### src/bootrom.mem
// one 32-bit word per line, word 0 sits at 1fc0_0000
3c08bfd0
8d090000
3c0a8000
ad490000
8d4b0000
256b0001
ad4b0004
3c0c0000
258c0010
010c6821
ad0d0004
1000ffff
00000000
00000000
deadbeef
1fc0c0de

### src/thinpad_pkg.sv
package thinpad_pkg;

    // one request on the instruction or data bus
    typedef struct packed {
        logic        read;     // level, held until stall is low
        logic        write;    // level, held until stall is low
        logic [31:0] address;  // byte address
        logic [31:0] wdata;
        logic [3:0]  be;       // byte mask, bit 0 is wdata[7:0]
    } bus_req_t;

    typedef struct packed {
        logic [31:0] rdata;   // valid in the cycle stall drops
        logic        stall;
    } bus_resp_t;

    // pins toward the asynchronous base_ram
    typedef struct packed {
        logic [19:0] addr;    // word address
        logic [31:0] wdata;
        logic        drive;   // data output enable
        logic [3:0]  be_n;
        logic        ce_n;
        logic        oe_n;
        logic        we_n;
    } sram_pins_t;

    typedef enum logic [1:0] {
        idle        = 2'd0,
        data_access = 2'd1,
        inst_access = 2'd2,
        done        = 2'd3
    } sram_state_t;

    // boot rom, 16 words at the mips reset vector
    localparam logic [31:0] bootrom_base  = 32'h1fc0_0000;
    localparam int          bootrom_words = 16;
    localparam logic [31:0] bootrom_mask  = 32'hffff_ffc0;

    // base_ram window, 4 MiB
    localparam logic [31:0] ram_base = 32'h8000_0000;
    localparam logic [31:0] ram_mask = 32'hffc0_0000;

    // cycle timer, two registers
    localparam logic [31:0] timer_base        = 32'hbfd0_0000;
    localparam logic [31:0] timer_mask        = 32'hffff_fff8;
    localparam logic [31:0] timer_count_off   = 32'h0000_0000;
    localparam logic [31:0] timer_compare_off = 32'h0000_0004;

endpackage

### src/instruction_bus.sv
`timescale 1ns/1ps

module instruction_bus (
    input  thinpad_pkg::bus_req_t  cpu_req,
    output thinpad_pkg::bus_resp_t cpu_resp,
    output thinpad_pkg::bus_req_t  rom_req,
    input  thinpad_pkg::bus_resp_t rom_resp,
    output thinpad_pkg::bus_req_t  ram_req,
    input  thinpad_pkg::bus_resp_t ram_resp
);
    import thinpad_pkg::*;

    logic sel_rom;
    logic sel_ram;

    assign sel_rom = (cpu_req.address & bootrom_mask) == bootrom_base;
    assign sel_ram = (cpu_req.address & ram_mask) == ram_base;

    // fetch only, so writes never reach a slave
    always_comb begin
        rom_req       = cpu_req;
        rom_req.read  = cpu_req.read & sel_rom;
        rom_req.write = 1'b0;

        ram_req       = cpu_req;
        ram_req.read  = cpu_req.read & sel_ram;
        ram_req.write = 1'b0;
    end

    // response back from whichever slave the address hits
    always_comb begin
        if (sel_rom) begin
            cpu_resp = rom_resp;
        end else if (sel_ram) begin
            cpu_resp = ram_resp;
        end else begin
            cpu_resp = '0; // unmapped, zero and no stall
        end
    end

endmodule

### src/data_bus.sv
`timescale 1ns/1ps

module data_bus (
    input  thinpad_pkg::bus_req_t  cpu_req,
    output thinpad_pkg::bus_resp_t cpu_resp,
    output thinpad_pkg::bus_req_t  ram_req,
    input  thinpad_pkg::bus_resp_t ram_resp,
    output thinpad_pkg::bus_req_t  timer_req,
    input  thinpad_pkg::bus_resp_t timer_resp
);
    import thinpad_pkg::*;

    logic sel_ram;
    logic sel_timer;

    assign sel_ram   = (cpu_req.address & ram_mask) == ram_base;
    assign sel_timer = (cpu_req.address & timer_mask) == timer_base;

    // address, data and mask go to both slaves, strobes only to the hit
    always_comb begin
        ram_req         = cpu_req;
        ram_req.read    = cpu_req.read & sel_ram;
        ram_req.write   = cpu_req.write & sel_ram;

        timer_req       = cpu_req;
        timer_req.read  = cpu_req.read & sel_timer;
        timer_req.write = cpu_req.write & sel_timer;
    end

    always_comb begin
        if (sel_ram) begin
            cpu_resp = ram_resp;
        end else if (sel_timer) begin
            cpu_resp = timer_resp;
        end else begin
            // nothing mapped here, write dropped and read gives zero
            cpu_resp = '0;
        end
    end

endmodule

### src/bootrom.sv
`timescale 1ns/1ps

module bootrom (
    input  logic                   clk,
    input  logic                   rst_n,
    input  thinpad_pkg::bus_req_t  req,
    output thinpad_pkg::bus_resp_t resp
);
    import thinpad_pkg::*;

    localparam int idx_w = $clog2(bootrom_words);

    logic [31:0] rom [bootrom_words];
    logic [31:0] rdata_q;
    logic        served;   // word is in rdata_q this cycle

    initial begin
        $readmemh("/design/src/bootrom.mem", rom);
    end

    // one cycle of stall per fetch, then the registered word
    always_ff @(posedge clk or negedge rst_n) begin
        if (!rst_n) begin
            served <= 1'b0;
        end else begin
            served <= req.read & ~served;
        end
    end

    always_ff @(posedge clk) begin
        if (req.read && !served) begin
            rdata_q <= rom[req.address[idx_w+1:2]];
        end
    end

    always_comb begin
        resp.rdata = rdata_q;
        resp.stall = req.read & ~served;
    end

endmodule

### src/timer.sv
`timescale 1ns/1ps

module timer (
    input  logic                   clk,
    input  logic                   rst_n,
    input  thinpad_pkg::bus_req_t  req,
    output thinpad_pkg::bus_resp_t resp,
    output logic                   irq
);
    import thinpad_pkg::*;

    logic [31:0] count;
    logic [31:0] compare;
    logic        sel_compare;
    logic        irq_q;

    assign sel_compare = (req.address & ~timer_mask) == timer_compare_off;

    // free running and wraps around
    always_ff @(posedge clk or negedge rst_n) begin
        if (!rst_n) begin
            count <= '0;
        end else begin
            count <= count + 32'd1;
        end
    end

    // compare write per byte lane
    always_ff @(posedge clk or negedge rst_n) begin
        if (!rst_n) begin
            compare <= '1; // never fires until written
        end else if (req.write && sel_compare) begin
            for (int i = 0; i < 4; i++) begin
                if (req.be[i]) begin
                    compare[8*i +: 8] <= req.wdata[8*i +: 8];
                end
            end
        end
    end

    always_ff @(posedge clk or negedge rst_n) begin
        if (!rst_n) begin
            irq_q <= 1'b0;
        end else begin
            irq_q <= count >= compare;
        end
    end

    assign irq = irq_q;

    always_comb begin
        resp.stall = 1'b0;   // registers answer at once
        resp.rdata = (req.address[2:0] != timer_count_off[2:0]) ? compare : count;
    end

endmodule

### src/sram_controller.sv
`timescale 1ns/1ps

module sram_controller #(
    parameter int unsigned sram_wait = 2   // cycles per access, 1 to 7
) (
    input  logic                    clk,
    input  logic                    rst_n,
    input  thinpad_pkg::bus_req_t   inst_req,
    output thinpad_pkg::bus_resp_t  inst_resp,
    input  thinpad_pkg::bus_req_t   data_req,
    output thinpad_pkg::bus_resp_t  data_resp,
    output thinpad_pkg::sram_pins_t sram,
    input  logic [31:0]             sram_rdata
);
    import thinpad_pkg::*;

    sram_state_t state;
    logic [2:0]  wait_cnt;
    logic        gnt_data;     // data port owns the current access

    logic        data_pending;
    logic        inst_pending;
    logic        start_data;
    logic        start_inst;
    logic        in_access;
    logic        last_cycle;
    bus_req_t    sel_req;

    // control pins, registered so the strobes come straight from flops
    logic        ce_n_q;
    logic        oe_n_q;
    logic        we_n_q;
    logic        drive_q;

    // payload
    logic [19:0] addr_q;
    logic [31:0] wdata_q;
    logic [3:0]  be_n_q;
    logic [31:0] rdata_q;

    assign data_pending = data_req.read | data_req.write;
    assign inst_pending = inst_req.read | inst_req.write;
    assign in_access    = (state == data_access) || (state == inst_access);
    assign last_cycle   = in_access && (wait_cnt == 3'd0);

    // grant, data first; in done the finishing port cannot be regranted
    always_comb begin
        start_data = 1'b0;
        start_inst = 1'b0;
        case (state)
            idle: begin
                start_data = data_pending;
                start_inst = ~data_pending & inst_pending;
            end
            done: begin
                if (gnt_data) begin
                    start_inst = inst_pending;
                end else begin
                    start_data = data_pending;
                end
            end
            default: ;
        endcase
    end

    assign sel_req = start_data ? data_req : inst_req;

    always_ff @(posedge clk or negedge rst_n) begin
        if (!rst_n) begin
            state    <= idle;
            wait_cnt <= '0;
            gnt_data <= 1'b0;
            ce_n_q   <= 1'b1;
            oe_n_q   <= 1'b1;
            we_n_q   <= 1'b1;
            drive_q  <= 1'b0;
        end else if (start_data || start_inst) begin
            state    <= start_data ? data_access : inst_access;
            wait_cnt <= 3'(sram_wait - 1);
            gnt_data <= start_data;
            ce_n_q   <= 1'b0;
            oe_n_q   <= sel_req.write;   // output enable only for reads
            we_n_q   <= ~sel_req.write;
            drive_q  <= sel_req.write;
        end else if (last_cycle) begin
            state  <= done;
            ce_n_q <= 1'b1;
            oe_n_q <= 1'b1;
            we_n_q <= 1'b1;       // write data still driven through done
        end else if (in_access) begin
            wait_cnt <= wait_cnt - 3'd1;
        end else if (state == done) begin
            state   <= idle;
            drive_q <= 1'b0;
        end
    end

    always_ff @(posedge clk) begin
        if (start_data || start_inst) begin
            addr_q  <= sel_req.address[21:2];
            wdata_q <= sel_req.wdata;
            be_n_q  <= sel_req.write ? ~sel_req.be : 4'b0000;
        end
        if (last_cycle && we_n_q) begin
            rdata_q <= sram_rdata;   // read word held for done
        end
    end

    always_comb begin
        sram.addr  = addr_q;
        sram.wdata = wdata_q;
        sram.drive = drive_q;
        sram.be_n  = be_n_q;
        sram.ce_n  = ce_n_q;
        sram.oe_n  = oe_n_q;
        sram.we_n  = we_n_q;
    end

    // stall drops only in the done cycle of the granted port
    always_comb begin
        data_resp.rdata = rdata_q;
        data_resp.stall = data_pending & ~((state == done) & gnt_data);
        inst_resp.rdata = rdata_q;
        inst_resp.stall = inst_pending & ~((state == done) & ~gnt_data);
    end

endmodule

### src/thinpad_mem.sv
`timescale 1ns/1ps

module thinpad_mem #(
    parameter int unsigned sram_wait = 2
) (
    input  logic                    clk,
    input  logic                    rst_n,
    input  thinpad_pkg::bus_req_t   inst_req,
    output thinpad_pkg::bus_resp_t  inst_resp,
    input  thinpad_pkg::bus_req_t   data_req,
    output thinpad_pkg::bus_resp_t  data_resp,
    output thinpad_pkg::sram_pins_t sram,
    input  logic [31:0]             sram_rdata,
    output logic                    timer_irq
);
    import thinpad_pkg::*;

    bus_req_t  rom_req;
    bus_resp_t rom_resp;
    bus_req_t  ram_inst_req;
    bus_resp_t ram_inst_resp;
    bus_req_t  ram_data_req;
    bus_resp_t ram_data_resp;
    bus_req_t  timer_req;
    bus_resp_t timer_resp;

    // instruction side: boot rom or base_ram
    instruction_bus instruction_bus_instance (
        .cpu_req  (inst_req),
        .cpu_resp (inst_resp),
        .rom_req  (rom_req),
        .rom_resp (rom_resp),
        .ram_req  (ram_inst_req),
        .ram_resp (ram_inst_resp)
    );

    data_bus data_bus_instance (
        .cpu_req    (data_req),
        .cpu_resp   (data_resp),
        .ram_req    (ram_data_req),
        .ram_resp   (ram_data_resp),
        .timer_req  (timer_req),
        .timer_resp (timer_resp)
    );

    // peripherals
    bootrom bootrom_instance (
        .clk   (clk),
        .rst_n (rst_n),
        .req   (rom_req),
        .resp  (rom_resp)
    );

    timer timer_instance (
        .clk   (clk),
        .rst_n (rst_n),
        .req   (timer_req),
        .resp  (timer_resp),
        .irq   (timer_irq)
    );

    sram_controller #(
        .sram_wait (sram_wait)
    ) sram_controller_instance (
        .clk        (clk),
        .rst_n      (rst_n),
        .inst_req   (ram_inst_req),
        .inst_resp  (ram_inst_resp),
        .data_req   (ram_data_req),
        .data_resp  (ram_data_resp),
        .sram       (sram),
        .sram_rdata (sram_rdata)
    );

endmodule

### config.mk
export PLATFORM = sky130hd
export DESIGN_NAME = thinpad_mem
export DESIGN_NICKNAME = d
export VERILOG_FILES = /design/src/thinpad_pkg.sv /design/src/instruction_bus.sv /design/src/data_bus.sv /design/src/bootrom.sv /design/src/timer.sv /design/src/sram_controller.sv /design/src/thinpad_mem.sv
export SDC_FILE = /design/constraint.sdc
export NUM_CORES = 1
export LEC_CHECK = 0
export BUFFER_PORTS_ARGS = -buffer_cell sky130_fd_sc_hd__buf_2
export CAP_MARGIN = 25
export CORE_UTILIZATION = 45
export DETAILED_ROUTE_END_ITERATION = 8
export PLACE_DENSITY = 0.69
export REMOVE_ABC_BUFFERS = 1
export SETUP_SLACK_MARGIN = 0.15
export SKIP_LAST_GASP = 1
export SLEW_MARGIN = 20
export SYNTH_ARGS = -nofsm -noshare
export SYNTH_HDL_FRONTEND = slang
export SYNTH_HIERARCHICAL = 1
export SYNTH_SLANG_ARGS = --single-unit
### constraint.sdc
create_clock -name clk -period 6.6 [get_ports clk]
set_clock_uncertainty 0.2 [all_clocks]
set_input_delay 0.33 -clock clk [delete_from_list [all_inputs] [get_ports clk]]
set_output_delay 0.33 -clock clk [all_outputs]
set_load 0.02 [all_outputs]
==> flow_results.org, run 1 <==
** Synth
- Cells after synthesis :: 1075
- In this run the cell area of the synthesized design comes to 11600 um^2.
- Syn avg cell area :: roughly 11 um^2
- Synthesis warning total :: 6

** Outcome
- Status :: finished, final reports clean

** Clocking
- Number of buffers added for setup after CTS :: 0
- Buffer cell driving the clock tree root :: clkbuf_16
- Gates resized during post-CTS repair numbered 0.
- In this run, CTS created clock tree buffers numbering 17.
- After clock tree synthesis, the clock-pin slew on the worst setup and hold paths is 0.06 ns.
- H-Tree Depth :: 4
- The later pin in the worst-skew pair is clocked with a latency of ~0.42 ns.
- Clock tree synthesis found a total of roughly 160 sinks.
- TritonCTS built the clock tree.
- Number of buffers inserted for hold repair after clock tree synthesis :: 94
- No sink is reached through more buffers than the 2 on the longest clock path.

** Floorplan
- I/O pin cnt :: 301
- The die covers 26400 um^2.
- Starting density of the core :: between 40% and 50%
- The floorplan step defined a core boundary enclosing 25200 um^2.
- The floorplan has a little under 60 rows.
- In this run the horizontal extent of the chip is 162 um.
- Height of the die :: 162 um

** Power
- The analysis attributes to cell leakage a power of 5.89 nW.
- Registers are responsible for between 40% and 50% of the overall power.
- Psw :: 0.946 mW
- Power density over the cells :: about 240 nW/um^2
- Part of the power in combinational logic :: 22.4%
- IR analysis of the VDD net gives a maximum drop of around 0.16 mV.
- Switching share of power :: between 30% and 40%
- The internal portion of the total power is between 2 and 2.5 mW.
- The clock network is responsible for 34.4% of the overall power.

** Run
- The tool flagged a number of max-cap violations equal to 0.

** Routing
- The final route contains between 8k and 9k vias.
- For this run, design rule violations remaining after detail routing come to 0.
- Total wire length after detailed routing :: roughly 29000 um
- The count of nets left with antenna violations once routing finished came out at 0.
- 1st-iter DRT viols :: about 420
- Wire per inst :: around 18 um
- The first TritonRoute pass finished after 5 iterations.
- Average vias per placed instance :: 5.13

** Global routing
- Vias in the first global route :: 8253
- The initial antenna violation count is 2.
- Wire length of the first global-routing pass :: between 40000 and 50000 um
- Total congestion overflow after global routing :: 0
- Maximum number of pins on one net before global-route repair :: 77
- Global routing consumed, over all layers together, about 22% of the routing resources.

** Critical path
- In this run the worst setup path begins at data_req[58].
- Crit path required time :: 6.74 ns
- Worst reg2reg path startpoint :: sram_controller_instance/state[1]$_DFFE_PN0P_
- Worst setup slack for register-to-register paths :: 3.83 ns
- Category of the most critical setup path :: in2reg
- For the worst flop-to-flop path, the logic depth is 5.
- Along the worst path, the maximum fanout reaches 61.
- Endpoint arrival time on the critical path :: 3.74 ns
- The worst register-to-register path ends at sram_controller_instance/we_n_q$_DFFE_PN1P_.
- Crit path capture :: sram_controller_instance/we_n_q$_DFFE_PN1P_
- The worst setup path is launched from an input port.
- STA classifies the critical path endpoint as a flip-flop.

** Place
- Once placement finished, the instance area stood at around 12000 um^2.
- Port Buffers :: 297
- Routability-driven placement finished with a final weighted congestion of roughly 0.79.
- Placed wire-length estimate after detailed placement :: 19400 um

** Finish
- Cells with a size suffix above 1 make up 43.4% of the layout.
- After routing the design area is 13400 um^2.
- After filler insertion, the fill cell instance count of the layout stands at 2204.
- Post-synthesis to final-layout area growth :: 15.5%
- After the last flow step, the layout net total stands at 1466.

** Timing
- Slew @ Worst Pin :: roughly 1.1 ns
- RSZ-0062 raised after global routing :: no
- In the final timing run, aggregate negative setup slack is 0 ns.
- Period minus WS final :: 3.60 ns
- Worst slew margin relative to its limit :: 29.3%
- Pins Over Slew Limit :: 0
- The number of hold-slack violations in the final timing report is 0.
- Setup violations remaining at the end of the flow were counted as 0.
- Share of the clock period used by the worst path after layout :: a little over half
- Max Fclk :: 0.278 GHz

** Hold path
- The min-delay analysis places its worst path in the category in2reg.
## layer usage
metal / global-route usage, % / wire length (um) / share of wire (%)
met1: 28.2 / 12400 / 43
met2: 37.4 / 14200 / 49
met3: 5.07 / 1990 / 6.9
met4: 6.48 / 408 / 1.4
met5: 0 / 0 / 0
## cell usage in the layout, fill, tap and decap left out, types with 30 or more instances in the layout
cell           count
conb_1            34
buf_2            296
dfstp_2           35
inv_1            110
nand4_1           42
dlygate4sd3_1     94
nand2_1           79
ha_1              37
mux2_2            70
edfxtp_1          88
nor2_1            30
o21ai_0           38
dfrtp_1           41
## power by group through the flow
stage / logic (mW) / registers [mW] / clock network (mW)
after floorplan: 0.276 / 1.49 / 0
after global placement: 0.643 / 1.37 / 0
after detailed placement: 0.660 / 1.37 / 0
after CTS: 0.705 / 1.36 / 1.11
final: 0.704 / 1.36 / 1.08
after global routing: 0.764 / 1.37 / 1.15
## cell type report
class                           count  area, um^2  share of cell area (%)
Sequential cell                   164        4590                    34.3
Timing Repair Buffer              401        2530                    18.9
Antenna cell                        2        5.00                  0.0374
Clock buffer                       21         460                    3.44
Tap cell                          330         413                    3.09
Clock inverter                     11         174                    1.30
Inverter                          110         413                    3.09
Multi-Input combinational cell    561        4790                    35.8
## critical path: stages
cell and delay (ns):
buf_2 0.12, nor4_4 0.25, buf_4 0.45, and3_2 0.63
and2_1 0.23, nor2_1 0.11, a21oi_1 0.35, o21a_4 0.82
mux2_2 0.42
## stage by stage
step	utilization [%]	worst slack (ns)	power, mW	std cells	hold WS (ns)
floorplan	-	0.973	1.76	835	-0.166
global placement	46.7	2.23	2.01	1470	0.245
detailed placement	46.7	2.12	2.03	1470	0.249
CTS	52.9	2.56	3.17	1596	0.00136
global route	53.1	2.79	3.28	1599	0.00547
finish	53.1	3.00	3.14	1600	0.0250
## worst min path at each step
| stage | depth (start not counted) | start | endpoint | slack (ns) |
|---|---|---|---|---|
| finish | 2 | inst_req[33] | sram_controller_instance/wdata_q[29]$_DFFE_PP_ | 0.02 |
| global placement | 1 | bootrom_instance/served$_DFF_PN0_ | bootrom_instance/served$_DFF_PN0_ | 0.24 |
| detailed placement | 1 | bootrom_instance/served$_DFF_PN0_ | bootrom_instance/served$_DFF_PN0_ | 0.25 |
| global route | 2 | inst_req[17] | sram_controller_instance/wdata_q[13]$_DFFE_PP_ | 0.005 |
| CTS | 2 | inst_req[32] | sram_controller_instance/wdata_q[28]$_DFFE_PP_ | 0.001 |
| floorplan | 0 | rst_n | bootrom_instance/served$_DFF_PN0_ | -0.17 |
## registers in the layout, summed over array words and instances (netlist names)
name,flops
timer_instance/irq,1
sram_controller_instance/rdata_q,32
sram_controller_instance/drive_q,1
sram_controller_instance/be_n_q,4
sram_controller_instance/state,2
sram_controller_instance/gnt_data,1
sram_controller_instance/addr_q,20
timer_instance/compare,32
timer_instance/count,32
bootrom_instance/served,1
sram_controller_instance/wdata_q,32
sram_controller_instance/oe_n_q,1
sram_controller_instance/we_n_q,1
sram_controller_instance/wait_cnt,3
sram_controller_instance/ce_n_q,1
No activity file was read; power rests on OpenSTA's default activity.
==> run 2, diff against run 1 <==
Clock period 6.6 ns to 3.4 ns, I/O delays scaled along.
==> flow_results.org, run 2 (synthesis gave the netlist of run 1 again) <==
** Power
- The analysis attributes to cell leakage a power of 6.11 nW.
- For this design the ratio of total power to cell area is approximately 430 nW/um^2.
- Psw :: 1.94 mW
- Sequential cells account for 43.6% of the total power.
- Combinational logic burns approximately a quarter of the power.
- Int Power :: between 4 and 5 mW
- Peak supply drop :: around 0.44 mV
- The clock network burns 32.1% of the power.
- Switching share of power :: 32.1%

** Run
- # Max-Cap Violations :: 0

** Timing
- Final Setup Violations :: 0
- Final setup margin :: 0.430 ns
- On the final layout, the worst hold slack is 0.0646 ns.
- The final number of max-transition violations came to 0.
- Headroom to the max-slew limit came out at 34.4%.
- Setup repair after global routing left no endpoint under its margin.
- The number of hold-slack violations in the final timing report was 0.
- Share of the clock period used by the worst path after layout :: approximately 87%
- Timing would allow up to 0.337 GHz.
- The smallest clock period supported by the final layout is computed as 2.97 ns.
- For the pin with the worst max-slew slack, the measured transition is 0.985 ns.

** Place
- Worst slack at placement :: 0.396 ns
- The congestion estimate from routability-driven global placement came to 0.828.
- Number of placed cells counting well taps :: about 1.5k
- Cell area after placement :: 11800 um^2
- Placed wire-length estimate after detailed placement :: about 20000 um
- Port Buffers :: a little under 300

** Critical path
- Setup crit start kind :: flip-flop
- In this design, the stage delay of the slowest critical-path cell is 0.56 ns.
- STA classifies the critical path endpoint as a flip-flop.
- CP max FO :: 29
- Cell-by-cell listing of the critical path :: inv_1, ha_1, a211o_4, mux2_2, dlygate4sd3_1, nor2_1
- Endpoint arrival time on the critical path :: roughly 3.1 ns
- The largest individual stage delay along the critical path comes from the cell dlygate4sd3_1.
- Crit path required time :: 3.49 ns
- Category of the most critical setup path :: reg2reg
- Worst setup slack for register-to-register paths :: roughly 0.43 ns

** Finish
- Share of final-layout standard cells stronger than drive strength 1 :: 42.1%
- Leaving out fill and tap cells, the most frequent cells in the layout are buf_2 (296), dlygate4sd3_1 (147), inv_1 (110).
- Relative to the synthesized area, the layout overhead comes to 19.9%.
- NumNets Final :: 1526
- Counting the fill cells in the layout gives 2131.
- The finished cells cover 13900 um^2.
- Final cell count without fillers :: ~1.7k
- The library cell used most frequently in the layout, excluding fill and tap cells, is buf_2.

** Global routing
- Vias in the first global route :: 8516
- Maximum number of pins on one net before global-route repair :: 77
- Wire length of the first global-routing pass :: ~46000 um
- Antenna violations before repair :: 1
- Total global routing track utilization :: approximately 23%
- Total congestion overflow after global routing :: 0

** Routing
- Wires add up to 30900 um.
- Detailed routing inserted a total of roughly 8.5k vias.
- In the routed design, unresolved DRC markers number 0.
- DRT antenna net count :: 0
- Using the TritonRoute via totals, the vias-per-cell ratio works out to 5.10.
- After detailed routing, the average wire length per cell comes to 18.6 um.
- The first routing iteration left 463 violations.
- First-pass detailed-route iteration total :: 5

** Clocking
- Buffers inserted during clock tree synthesis total 17.
- Buffer cell driving the clock tree root :: clkbuf_16
- Skew-Pair Late Insertion Delay :: 0.43 ns
- TritonCTS clock tree :: built
- Number of clock sinks :: roughly 160
- Clock transition at the registers of the reported paths :: 0.07 ns
- Maximum buffer depth of the clock tree :: 2
- H-Tree Depth :: 4

** Hold path
- The tightest min-delay check is of the in2reg type.

** Floorplan
- Height of the die :: ~160 um
- Core outline area :: 25200 um^2
- The initial utilization of the core area, before any placement, comes to 46.0%.
- I/O pin cnt :: 301
- In this run the horizontal extent of the chip is 162 um.
- After floorplanning, the core was divided into 58 placement rows.
- The die covers 26400 um^2.

** Outcome
- Status :: finished, final reports clean
-- run 2: changes by cell type in the layout (fill, tap and decap cells not counted), sizes merged, moves of 3 or more --
cell	before	now
bufinv	4	1
inv	112	116
dlygate4sd3	94	147
buf	307	313
clkbuf	21	18
-- run 2: what timing repair did --
item,4_1_cts,5_1_grt
hold endpoints to repair,162,0
buffers inserted,0,0
endpoints found under the setup margin,0,6
gates resized for setup,0,0
hold buffers,147,0
-- run 2: worst max-delay path: cells and delay by family (launching register included) --
family	cells	cell delay, ns
buffers and inverters	2	0.62
adders and majority gates	1	0.52
AOI/OAI and AO/OA	1	0.52
DFF	1	0.43
muxes	1	0.39
and+or+nand+nor	1	0.10
-- run 2: layout make-up --
cell class                 instances  area, um^2  share of cell area, %
antenna                            1        2.50                 0.0180
inverter                         110         413                   2.97
timing repair buffer             460        3080                   22.2
multi-input combinational        562        4800                   34.6
sequential                       164        4590                   33.1
tap                              330         413                   2.97
clock buffer                      18         439                   3.16
clock inverter                    14         144                   1.04
-- run 2: through the flow --
step	power (mW)	utilization [%]	setup TNS, ns
final	6.04	55.1	0
after global routing	6.32	55.1	0
after CTS	6.06	55.1	0
after detailed placement	3.98	46.9	0
after global placement	3.94	46.9	0
after floorplan	3.42	-	-228.90
-- run 2: final timing paths --
check / from / endpoint / cells after the start
hold / removal: data_req[2] / timer_instance/compare[20]$_DFFE_PN1P_ / 3
hold reg to reg: timer_instance/count[31]$_DFF_PN0_ / timer_instance/count[31]$_DFF_PN0_ / 1
min in group asynchronous: rst_n / timer_instance/count[11]$_DFF_PN0_ / 2
max in group asynchronous: rst_n / timer_instance/count[28]$_DFF_PN0_ / 2
setup reg to reg: sram_controller_instance/state[1]$_DFFE_PN0P_ / sram_controller_instance/be_n_q[3]$_SDFFCE_PN0P_ / 6
setup / recovery: sram_controller_instance/state[1]$_DFFE_PN0P_ / sram_controller_instance/be_n_q[3]$_SDFFCE_PN0P_ / 6
-- run 2: power groups by stage --
stage                     clock network, mW  logic [mW]  registers [mW]
after floorplan                           0       0.536            2.89
after global placement                    0        1.28            2.66
after detailed placement                  0        1.31            2.67
after CTS                              1.99        1.44            2.63
after global routing                   2.06        1.60            2.66
final                                  1.94        1.47            2.63
-- run 2: metal layers --
metal	vias to the layer above	GRT usage [%]	share of wire, %
li1	4021	-	-
met1	4090	28.9	42
met2	310	40.1	49
met3	43	4.66	6.7
met4	0	7.42	2.2
met5	-	0	0
==> run 3, diff against run 2 <==
Settings changed: BUFFER_PORTS_ARGS -buffer_cell sky130_fd_sc_hd__buf_2 to -buffer_cell sky130_fd_sc_hd__buf_4, HOLD_SLACK_MARGIN set to 0.02.
==> flow_results.org, run 3 (synthesis gave the netlist of run 1 again) <==
** Outcome
- The run finished with clean final reports.

** Finish
- Cells with a size suffix above 1 make up 42.0% of the layout.
- NumNets Final :: 1525
- Most frequent cells in the layout :: buf_4 (311), dlygate4sd3_1 (147), inv_1 (110)
- Area of all placed cells without fillers :: roughly 15000 um^2
- Most common cell after layout, fill and taps aside :: buf_4
- From synthesis to final layout, the design area changed by 26.3%.
- Share of the core filled with cells :: 58.1%

** Global routing
- The via count of the first global-routing pass was 8760.
- Met1 capacity usage during global routing :: between 30% and 40%
- The initial antenna violation count was 1.
- For this run, the total global-route usage over all layers was measured as 24.1%.
- Global routing met3 resource utilization :: under 10%
- For this run the aggregate overflow at the end of global routing stands at 0.
- Layer with the highest usage :: met2
- Maximum number of pins on one net before global-route repair :: 77
- GR Layer Usage met2 :: 41.6%
- The first global-routing pass estimated 48300 um of wire.

** Critical path
- Cell-by-cell listing of the critical path :: ha_1, nand2b_2, a211o_4, mux2_2, dlygate4sd3_1, nor2_1
- Crit path required time :: 3.48 ns
- Highest-delay cell along the critical path :: a211o_4
- STA classifies the critical path startpoint as a flip-flop.
- Data arrives at the worst endpoint at 3.20 ns.
- The worst setup path is of the reg2reg kind.
- Counting cells, the worst reg-to-reg path comes to 6.
- On the worst path, the slowest cell contributes a delay of around 0.74 ns.
- The worst setup path is captured at a flip-flop.
- Of all nets on the critical path, the largest fanout is 58.

** Routing
- DR vias :: approximately 8.5k
- The count of nets left with antenna violations once routing finished came out at 0.
- The detailed router finished its first iteration with between 300 and 400 violations.
- Wire per inst :: 18.9 um
- After detailed routing, the number of remaining DRC violations is 0.
- In the routed layout, each cell is associated on average with a via count of 5.16.
- The pre-antenna-repair detailed-routing pass consisted of 5 iterations.
- Summed over all layers, the routed wires come to 31400 um.

** Timing
- Pins Over Slew Limit :: 0
- Fin Setup TNS :: 0 ns
- Final number of hold-violating endpoints :: 0
- Period minus WS final :: about 3.1 ns
- Headroom to the max-slew limit came out at between 30 and 40%.
- Share of the clock period used by the worst path after layout :: 91.7%
- Max Fclk :: 0.321 GHz
- RSZ-0062 raised after global routing :: no
- At the pin with the least slew margin, the transition time is 0.964 ns.
- Setup violations remaining at the end of the flow were counted as 0.

** Floorplan
- Core outline area :: around 25000 um^2
- Height of the die :: 162 um
- Starting density of the core :: 46.0%
- I/O pin cnt :: 301
- Rows :: between 50 and 60
- The die is 162 um wide.
- Area of the die :: 26400 um^2

** Clocking
- Number of clock buffers inserted by TritonCTS :: 17
- Number of clock sinks :: 164
- TritonCTS built the clock tree.
- For the worst-skew pair, the clock arrives at the later sink with an insertion delay of 0.42 ns.
- The cell sitting at the root of the clock tree is a clkbuf_16.
- The H-tree was split into 4 levels.
- Clock transition at the registers of the reported paths :: 0.07 ns
- Maximum buffer depth of the clock tree :: 2

** Place
- Port Buffers :: slightly below 300
- Placed wire-length estimate after detailed placement :: 20400 um
- Cell area after placement :: 12600 um^2
- Routability congestion estimate :: 0.793

** Run
- # Max-Cap Violations :: 0

** Power
- Power density over the cells :: 420 nW/um^2
- Peak supply drop :: around 0.3 mV
- Leakage power :: 6.29 nW
- PnR Total Power :: 6.13 mW

** Hold path
- The path class of the tightest hold or removal check is in2reg.
- Cells on Worst Hold Path :: 3
run 3: routing by layer:
layer | routed length, um | vias to the layer above | share of wire (%)
met1 | 13300 | 4187 | 42
met4 | 458 | 0 | 1.5
met5 | 0 | - | 0
li1 | - | 4019 | -
met2 | 15800 | 307 | 51
met3 | 1820 | 36 | 5.8
run 3: final cells by class:
class / instances / area, um^2
antenna: 1 / 2.50
clock buffer: 18 / 429
clock inverter: 14 / 128
fill: 2068 / 10600
inverter: 110 / 413
multi-input combinational: 561 / 4810
sequential: 164 / 4590
tap: 330 / 413
timing repair buffer: 460 / 3840
run 3: worst max-delay path: cells and delay by family (launching register included):
family / cells / cell delay [ns]
compound gates: 1 / 0.74
flops: 1 / 0.43
mux: 1 / 0.41
fa+ha+maj: 1 / 0.29
simple gates: 2 / 0.25
buf+inv: 1 / 0.55
run 3: where the power goes:
| part | switching, mW | total [mW] | internal [mW] |
|---|---|---|---|
| sequential | 0.131 | 2.64 | 2.51 |
| combinational | 0.918 | 1.61 | 0.692 |
| clock | 0.865 | 1.88 | 1.02 |
run 3: final timing paths:
check	start	to	slack (ns)
min in group asynchronous	rst_n	timer_instance/count[12]$_DFF_PN0_	0.18
max in group asynchronous	rst_n	sram_controller_instance/gnt_data$_DFFE_PN0P_	2.34
max reg2reg	sram_controller_instance/state[1]$_DFFE_PN0P_	sram_controller_instance/be_n_q[3]$_SDFFCE_PN0P_	0.28
max	sram_controller_instance/state[1]$_DFFE_PN0P_	sram_controller_instance/be_n_q[3]$_SDFFCE_PN0P_	0.28
min	data_req[2]	timer_instance/compare[18]$_DFFE_PN1P_	0.08
min reg2reg	bootrom_instance/served$_DFF_PN0_	bootrom_instance/served$_DFF_PN0_	0.26
run 3: through the flow:
stage / hold slack [ns] / setup WS (ns) / instances
2_1_floorplan: -0.326 / -2.07 / 835
3_3_place_gp: 0.149 / 0.527 / 1478
3_5_place_dp: 0.149 / 0.458 / 1478
4_1_cts: 0.0447 / 0.216 / 1657
5_1_grt: 0.0720 / 0.163 / 1657
6_report: 0.0762 / 0.281 / 1658
run 3: what timing repair did:
item,CTS,global route
endpoints found under the setup margin,0,1
gates resized for setup,0,3
hold buffers,147,0
endpoints found under the hold margin,162,0
setup buffers,0,0
